### src/ahb_pkg.sv
package ahb_pkg;

   // --------------------
   // bus geometry
   localparam int ADDR_W      = 32;
   localparam int DATA_W      = 32;
   localparam int NUM_MASTERS = 2;
   localparam int NUM_SLAVES  = 4;
   localparam int MASTER_ID_W = 4;

   // --------------------
   // address map, index = slave number before remap
   localparam logic [ADDR_W-1:0] REGION_START [NUM_SLAVES] = '{
      32'h0000_0000,
      32'h2000_0000,
      32'h4000_0000,
      32'h8000_0000
   };
   localparam logic [ADDR_W-1:0] REGION_SIZE [NUM_SLAVES] = '{
      32'h2000_0000,
      32'h2000_0000,
      32'h4000_0000,
      32'h4000_0000
   };

   // --------------------
   // encodings
   typedef enum logic [1:0] {
      TRANS_IDLE   = 2'b00,
      TRANS_BUSY   = 2'b01,
      TRANS_NONSEQ = 2'b10,
      TRANS_SEQ    = 2'b11
   } htrans_e;

   typedef enum logic [1:0] {
      RESP_OKAY  = 2'b00,
      RESP_ERROR = 2'b01,
      RESP_RETRY = 2'b10,
      RESP_SPLIT = 2'b11
   } hresp_e;

   typedef enum logic {
      ARB_READY = 1'b0,   // bus free
      ARB_STAY  = 1'b1    // bus owned
   } arb_state_e;

   typedef enum logic [1:0] {
      DSLV_IDLE      = 2'b00,
      DSLV_WRITE_ERR = 2'b01,
      DSLV_READ_ERR  = 2'b10
   } dslv_state_e;

   // address-phase control from a master
   typedef struct packed {
      logic [ADDR_W-1:0] haddr;
      htrans_e           htrans;
      logic [2:0]        hsize;
      logic [2:0]        hburst;
      logic [3:0]        hprot;
      logic              hwrite;
   } ahb_ctrl_t;

   // slave response back to the masters
   typedef struct packed {
      logic [DATA_W-1:0] hrdata;
      hresp_e            hresp;
      logic              hready;
   } ahb_resp_t;

endpackage

### src/ahb_arbiter.sv
`timescale 1ns/1ns

module ahb_arbiter import ahb_pkg::*; (
   input  logic                   HCLK,
   input  logic                   HRESETn,
   input  logic [NUM_MASTERS-1:0] hbusreq,   // bit 0 has highest priority
   input  logic [NUM_MASTERS-1:0] hlock,
   input  logic                   hready,
   output logic [NUM_MASTERS-1:0] hgrant,
   output logic [MASTER_ID_W-1:0] hmaster,
   output logic                   hmastlock
);

   arb_state_e             state;
   logic [NUM_MASTERS-1:0] hmask;      // 1 = masked out
   logic [NUM_MASTERS-1:0] unmasked;
   logic                   owner_req;

   // lowest set bit wins
   function automatic logic [NUM_MASTERS-1:0] pick_lowest(
      input logic [NUM_MASTERS-1:0] req
   );
      logic [NUM_MASTERS-1:0] one_hot;
      one_hot = '0;
      for (int i = NUM_MASTERS-1; i >= 0; i--) begin
         if (req[i]) begin
            one_hot    = '0;
            one_hot[i] = 1'b1;
         end
      end
      return one_hot;
   endfunction

   function automatic logic [MASTER_ID_W-1:0] encode(
      input logic [NUM_MASTERS-1:0] one_hot
   );
      logic [MASTER_ID_W-1:0] id;
      id = '0;
      for (int i = NUM_MASTERS-1; i >= 0; i--) begin
         if (one_hot[i]) id = MASTER_ID_W'(i);
      end
      return id;
   endfunction

   assign unmasked  = hbusreq & ~hmask;
   assign owner_req = |(hbusreq & hgrant);

   always_ff @(posedge HCLK or negedge HRESETn) begin
      if (!HRESETn) begin
         hgrant    <= '0;
         hmaster   <= '0;
         hmastlock <= 1'b0;
         hmask     <= '0;
         state     <= ARB_READY;
      end else if (hready) begin
         hmaster   <= encode(hgrant);       // owner follows grant by one edge
         hmastlock <= |(hlock & hgrant);
         case (state)
            ARB_READY: begin
               if (|hbusreq) begin
                  hgrant <= pick_lowest(hbusreq);
                  hmask  <= '0;
                  state  <= ARB_STAY;
               end
            end
            ARB_STAY: begin
               if (hbusreq == '0) begin
                  hgrant <= '0;
                  hmask  <= '0;
                  state  <= ARB_READY;
               end else if (!owner_req) begin
                  if (unmasked == '0) begin   // everyone masked, plain priority
                     hgrant <= pick_lowest(hbusreq);
                     hmask  <= '0;
                  end else begin
                     hgrant <= pick_lowest(unmasked);
                     hmask  <= hmask | hgrant;   // old owner waits its turn
                  end
               end
            end
         endcase
      end
   end

endmodule

### src/ahb_master_mux.sv
`timescale 1ns/1ns

module ahb_master_mux import ahb_pkg::*; (
   input  logic                   HCLK,
   input  logic                   HRESETn,
   input  logic                   hready,
   input  logic [MASTER_ID_W-1:0] hmaster,
   input  ahb_ctrl_t              m_ctrl   [NUM_MASTERS],
   input  logic [DATA_W-1:0]      m_hwdata [NUM_MASTERS],
   output ahb_ctrl_t              s_ctrl,
   output logic [DATA_W-1:0]      s_hwdata
);

   logic [MASTER_ID_W-1:0] hmaster_d;   // owner of the data phase

   always_ff @(posedge HCLK or negedge HRESETn) begin
      if (!HRESETn) begin
         hmaster_d <= '0;
      end else if (hready) begin
         hmaster_d <= hmaster;
      end
   end

   always_comb begin
      s_ctrl       = '0;
      s_ctrl.haddr = '1;   // no valid owner
      for (int i = 0; i < NUM_MASTERS; i++) begin
         if (hmaster == MASTER_ID_W'(i)) s_ctrl = m_ctrl[i];
      end
   end

   always_comb begin
      s_hwdata = '0;
      for (int i = 0; i < NUM_MASTERS; i++) begin
         if (hmaster_d == MASTER_ID_W'(i)) s_hwdata = m_hwdata[i];
      end
   end

endmodule

### src/ahb_decoder.sv
`timescale 1ns/1ns

module ahb_decoder import ahb_pkg::*; (
   input  logic [ADDR_W-1:0]     haddr,
   input  logic                  remap,
   output logic [NUM_SLAVES-1:0] hsel,
   output logic                  hsel_default
);

   logic [NUM_SLAVES-1:0] hit;

   // --------------------
   // region compare
   always_comb begin
      for (int i = 0; i < NUM_SLAVES; i++) begin
         hit[i] = (haddr >= REGION_START[i]) &&
                  (haddr <  REGION_START[i] + REGION_SIZE[i]);
      end
   end

   // remap swaps slaves 0 and 1
   always_comb begin
      hsel = hit;
      if (remap) begin
         hsel[0] = hit[1];
         hsel[1] = hit[0];
      end
   end

   assign hsel_default = ~|hit;   // nothing mapped here

endmodule

### src/ahb_response_mux.sv
`timescale 1ns/1ns

module ahb_response_mux import ahb_pkg::*; (
   input  logic                  HCLK,
   input  logic                  HRESETn,
   input  logic [NUM_SLAVES-1:0] hsel,
   input  logic                  hsel_default,
   input  ahb_resp_t             s_rsp [NUM_SLAVES],
   input  ahb_resp_t             default_rsp,
   output ahb_resp_t             m_rsp
);

   // top bit is the default slave
   logic [NUM_SLAVES:0] sel_q;

   always_ff @(posedge HCLK or negedge HRESETn) begin
      if (!HRESETn) begin
         sel_q <= '0;
      end else if (m_rsp.hready) begin
         sel_q <= {hsel_default, hsel};   // select of the coming data phase
      end
   end

   // --------------------
   // data-phase routing
   always_comb begin
      m_rsp.hrdata = '0;          // empty select
      m_rsp.hresp  = RESP_ERROR;
      m_rsp.hready = 1'b1;        // must stay high or the bus locks up
      for (int i = 0; i < NUM_SLAVES; i++) begin
         if (sel_q == ({{NUM_SLAVES{1'b0}}, 1'b1} << i)) m_rsp = s_rsp[i];
      end
      if (sel_q == {1'b1, {NUM_SLAVES{1'b0}}}) m_rsp = default_rsp;
   end

endmodule

### src/ahb_default_slave.sv
`timescale 1ns/1ns

module ahb_default_slave import ahb_pkg::*; (
   input  logic      HCLK,
   input  logic      HRESETn,
   input  logic      hsel,
   input  logic      hready,
   input  htrans_e   htrans,
   input  logic      hwrite,
   output ahb_resp_t rsp
);

   dslv_state_e state;
   hresp_e      resp_q;
   logic        ready_q;

   always_ff @(posedge HCLK or negedge HRESETn) begin
      if (!HRESETn) begin
         state   <= DSLV_IDLE;
         resp_q  <= RESP_OKAY;
         ready_q <= 1'b1;
      end else begin
         case (state)
            DSLV_IDLE: begin
               resp_q  <= RESP_OKAY;
               ready_q <= 1'b1;
               if (hsel && hready) begin
                  case (htrans)
                     TRANS_NONSEQ, TRANS_SEQ: begin
                        resp_q  <= RESP_ERROR;   // first error cycle, stall
                        ready_q <= 1'b0;
                        state   <= hwrite ? DSLV_WRITE_ERR : DSLV_READ_ERR;
                     end
                     default: ;                  // idle/busy get OKAY
                  endcase
               end
            end
            DSLV_WRITE_ERR, DSLV_READ_ERR: begin
               resp_q  <= RESP_ERROR;   // second error cycle
               ready_q <= 1'b1;
               state   <= DSLV_IDLE;
            end
            default: begin
               resp_q  <= RESP_OKAY;
               ready_q <= 1'b1;
               state   <= DSLV_IDLE;
            end
         endcase
      end
   end

   assign rsp.hrdata = '0;   // nothing to read
   assign rsp.hresp  = resp_q;
   assign rsp.hready = ready_q;

endmodule

### src/ahb_bus_m2s4.sv
`timescale 1ns/1ns

module ahb_bus_m2s4 import ahb_pkg::*; (
   input  logic                   HCLK,
   input  logic                   HRESETn,
   input  logic [NUM_MASTERS-1:0] hbusreq,
   input  logic [NUM_MASTERS-1:0] hlock,
   input  ahb_ctrl_t              m_ctrl   [NUM_MASTERS],
   input  logic [DATA_W-1:0]      m_hwdata [NUM_MASTERS],
   input  logic                   remap,
   input  ahb_resp_t              s_rsp    [NUM_SLAVES],
   output logic [NUM_MASTERS-1:0] hgrant,
   output ahb_resp_t              m_rsp,
   output ahb_ctrl_t              s_ctrl,
   output logic [DATA_W-1:0]      s_hwdata,
   output logic                   s_hready,
   output logic [MASTER_ID_W-1:0] hmaster,
   output logic                   hmastlock,
   output logic [NUM_SLAVES-1:0]  hsel
);

   logic      hsel_default;
   ahb_resp_t default_rsp;

   assign s_hready = m_rsp.hready;   // shared bus ready

   ahb_arbiter u_arbiter (
      .HCLK      (HCLK),
      .HRESETn   (HRESETn),
      .hbusreq   (hbusreq),
      .hlock     (hlock),
      .hready    (s_hready),
      .hgrant    (hgrant),
      .hmaster   (hmaster),
      .hmastlock (hmastlock)
   );

   ahb_master_mux u_master_mux (
      .HCLK     (HCLK),
      .HRESETn  (HRESETn),
      .hready   (s_hready),
      .hmaster  (hmaster),
      .m_ctrl   (m_ctrl),
      .m_hwdata (m_hwdata),
      .s_ctrl   (s_ctrl),
      .s_hwdata (s_hwdata)
   );

   // --------------------
   // slave side
   ahb_decoder u_decoder (
      .haddr        (s_ctrl.haddr),
      .remap        (remap),
      .hsel         (hsel),
      .hsel_default (hsel_default)
   );

   ahb_default_slave u_default_slave (
      .HCLK    (HCLK),
      .HRESETn (HRESETn),
      .hsel    (hsel_default),
      .hready  (s_hready),
      .htrans  (s_ctrl.htrans),
      .hwrite  (s_ctrl.hwrite),
      .rsp     (default_rsp)
   );

   ahb_response_mux u_response_mux (
      .HCLK         (HCLK),
      .HRESETn      (HRESETn),
      .hsel         (hsel),
      .hsel_default (hsel_default),
      .s_rsp        (s_rsp),
      .default_rsp  (default_rsp),
      .m_rsp        (m_rsp)
   );

endmodule

### config.mk
export PLATFORM = sky130hd
export DESIGN_NAME = ahb_bus_m2s4
export DESIGN_NICKNAME = d
export VERILOG_FILES = /design/src/ahb_pkg.sv /design/src/ahb_arbiter.sv /design/src/ahb_master_mux.sv /design/src/ahb_decoder.sv /design/src/ahb_response_mux.sv /design/src/ahb_default_slave.sv /design/src/ahb_bus_m2s4.sv
export SDC_FILE = /design/constraint.sdc
export NUM_CORES = 1
export LEC_CHECK = 0
export BUFFER_PORTS_ARGS = -buffer_cell sky130_fd_sc_hd__buf_2
export CORE_AREA = 2 2 167 169
export DETAILED_ROUTE_END_ITERATION = 7
export DIE_AREA = 0 0 169 171
export PLACE_DENSITY = 0.4
export SLEW_MARGIN = 10
export SYNTH_ARGS = -nofsm -noshare
export SYNTH_HDL_FRONTEND = slang
export SYNTH_SLANG_ARGS = --single-unit
export TNS_END_PERCENT = 50
### constraint.sdc
create_clock -name HCLK -period 4.2 [get_ports HCLK]
set_clock_uncertainty 0.15 [all_clocks]
set_input_delay 1.05 -clock HCLK [delete_from_list [all_inputs] [get_ports HCLK]]
set_output_delay 1.05 -clock HCLK [all_outputs]
set_load 0.02 [all_outputs]
==> summary.txt <==
Outcome
  – Status: finished, final reports clean

Critical path
  – Delay-heaviest family, CP: simple AND/OR/NAND/NOR gates
  – Worst path bufs/invs: 3
  – Slowest-stage cell, CP: or4b_4
  – Critical path launch point type: input pin
  – R2R setup slack: 1.42 ns
  – R2R depth: 6
  – Slowest cell delay on critical path: 0.52 ns
  – CP most frequent cell: buf_2
  – CP Capture Type: output port
  – Max Fanout on Critical Path: 7
  – Termination of the worst setup path: s_hready
  – Critical path data arrival time: between 2 and 2.5 ns
  – Critical Path Start: s_rsp[70]
  – R2R Path Start: u_response_mux.sel_q[4]
  – Cells along the critical path: buf_2 -> or4b_4 -> a21o_1 -> a32oi_4 -> inv_1 -> buf_2
  – Reg2reg end: u_response_mux.sel_q[4]
  – CP required: ~3.0 ns
  – CP Depth: 6
  – WS Path Type: input pin to output port

Routing
  – Antenna viol nets, final: 0
  – Initial DRC Count: 94
  – Post-Route WL: 15,100 microns
  – WL met1: just under 6000 microns
  – Via count: between 4k and 5k
  – Uppermost layer routed: met5
  – DRC Markers: 0
  – DR pass1 iterations: 4
  – Wire length per cell: about 14 microns
  – Metal3 WL: around 1200 microns
  – Vias/cell: 3.84
  – Met2 wire length: 7940 microns

Finish
  – Share of cells above drive strength 1: 72.8%
  – P&R area growth vs syn: 97.7%
  – ANT cells: 0
  – Fin area: 5260 sq um
  – Nets: around 1k
  – Final std cells w/o fill: 1,070

Synth
  – Post-synth top flop: dfrtp_1
  – Synth top area cells: mux2_2, a22oi_1, dfrtp_1
  – Syn Inst Count: 316
  – Post-synth EDFFs: 0
  – Post-Syn Area: 2660 sq um
  – Synth cell types: 40
  – Count leader, synth: mux2_2
  – Synth top area share: 34.7%
  – Synth cell count leaders: mux2_2, a22oi_1, nand2_1
  – Asr flop ratio synth: 100%
  – Yosys reg bits: 17
  – Warnings, synthesis: 0
  – Post-synthesis sequential area ratio: 16.0%
  – Synth area leader: mux2_2
  – Syn avg cell area: 8.41 sq um

Die
  – Die Height: 171 microns
  – Core area: between 20,000 and 30,000 sq um
  – Die width: 169 microns
  – FP Rows: 61
  – Initial Utilization: about a tenth
  – # IOs: 425
  – Die area: roughly 29,000 sq um

Global route
  – Vias in the first global route: 3,650
  – Grt ovf: 0
  – Largest net degree at the start of global routing: 38
  – Global-route wire length before repair: 20,400 microns
  – Antenna violations before repair: 3
  – GRT Overall Usage: a little under a tenth

Placed design
  – Placed Area: 5180 sq um
  – Buffers added on ports: around 420
  – Placed Instances: 1,066
  – HPWL reported at the end of detailed placement: 13,000 microns
  – Routability Congestion: 0.729
  – Worst slack, placed: 0.544 ns

STA
  – Maximum clock rate: 276 MHz
  – Setup violations, final: 0
  – Endpoints failing hold: 0
  – Setup_tns: 0 ns
  – Relative slew slack: a little over three fifths
  – Setup ws final: 0.580 ns
  – RSZ-0062 raised after global routing: no
  – Worst slew pin tran: 0.540 ns
  – Pins Over Slew Limit: 0
  – Period Utilization, post-route: a little under nine tenths
  – Tmin final: ~3.6 ns

Power and ir drop
  – Power per cell area: 495 nW/um^2
  – Sw Pwr: around 1.4 mW
  – VDD IR-drop max: 0.000124 V
  – Clk pwr share: 7.5%
  – Int Power: 1.21 mW
  – Net Sw Frac: between 50% and 60%
  – Seq pwr share: 13.0%
  – Leak pwr: 2.83 nW
  – Gate power share: 79.6%

Clock network
  – Max Buffers Root-to-Sink: 2
  – Clk_lat worst skew: 0.25 ns
  – Num CTS Buffers: 3
  – Worst-path clk slew: about 0.050 ns
  – TritonCTS clock tree: yes
  – CTS H-tree depth: 1
  – Setup bufs post-CTS: 0
  – Hold-fix buffers at CTS: 0
  – Root Buffer: clkbuf_16
  – # clock sinks: 17
  – Cells resized by post-CTS repair: 0

Worst hold path
  – Worst Hold Class: flop to flop
  – WHS Path Cells: 1

Run
  – Max-Cap Viols: 0
[metal layers]
metal	vias up	GRT usage [%]
met5	-	0
met4	2	1.60
met3	8	1.41
met2	257	18.6
met1	1829	10.2
li1	2010	-
[kinds of logic after synthesis]
logic type               count (synthesis)  share of synthesized area [%]
multiplexers                            84                           35.5
XOR/XNOR                                 1                          0.329
flip-flops                              17                           16.0
AO/OA/AOI/OAI                           95                           26.5
adder cells (fa/ha/maj)                  2                          0.941
buffers and inverters                   42                           6.73
other                                    1                          0.141
AND/OR/NAND/NOR                         74                           13.8
[power groups by stage]
stage / clock (mW) / sequential, mW / combinational [mW]
final: 0.194 / 0.337 / 2.07
after global routing: 0.213 / 0.352 / 2.25
after CTS: 0.203 / 0.340 / 2.11
after detailed placement: 0 / 0.341 / 2.11
after global placement: 0 / 0.342 / 2.12
after floorplan: 0 / 0.296 / 1.38
[worst min path at each step]
stage / startpoint / to / slack (ns)
final: u_arbiter.hmastlock / u_arbiter.hmastlock / 0.36
after global routing: u_arbiter.hmastlock / u_arbiter.hmastlock / 0.37
after CTS: u_arbiter.hmastlock / u_arbiter.hmastlock / 0.36
after detailed placement: u_arbiter.hmastlock / u_arbiter.hmastlock / 0.34
after global placement: u_arbiter.hmastlock / u_arbiter.hmastlock / 0.34
after floorplan: u_arbiter.hmask[1] / u_arbiter.hmask[1] / 0.34
[layout make-up]
| cell class | count | area [sq um] |
|---|---|---|
| tap | 346 | 433 |
| sequential | 17 | 428 |
| clock buffer | 3 | 75.1 |
| fill | 3082 | 22100 |
| timing repair buffer | 432 | 2190 |
| clock inverter | 1 | 5.00 |
| multi-input combinational | 259 | 2080 |
| inverter | 12 | 45.0 |
[flip-flops by register name, summed over array words and instances (netlist names)]
signal                   flops
u_arbiter.hmask              2
u_arbiter.state              1
u_arbiter.hmastlock          1
u_response_mux.sel_q         5
u_arbiter.hmaster            1
u_default_slave.resp_q       1
u_default_slave.ready_q      1
u_master_mux.hmaster_d       1
u_default_slave.state        2
u_arbiter.hgrant             2
[layout by cell type (no fill, tap or decap), drive strengths merged]
cell	instances
a32oi	1
nor3b	5
a32o	1
a22o	2
a22oi	66
or4b	1
nand2b	3
a21oi	8
a221oi	1
nand3	2
nand3b	3
a21o	3
nor2b	7
clkbuf	3
o2bb2ai	1
mux2	82
buf	432
ha	2
clkinv	1
nor2	6
xor2	1
o211ai	1
o31ai	1
inv	12
or3	1
a31oi	2
conb	3
o21ai	6
dfrtp	16
dfstp	1
nor3	5
nand2	38
and2	1
and3	1
mux2i	2
o32ai	1
a2111oi	1
nor4	1
[stage by stage]
stage                     hold WS [ns]  power, mW  utilization [%]
final                            0.364       2.60             19.2
after global routing             0.369       2.82             19.2
after CTS                        0.361       2.66             19.2
after detailed placement         0.338       2.45             18.9
after global placement           0.341       2.46             18.9
after floorplan                  0.342       1.68                -
Power figures use the tool's default switching activity.
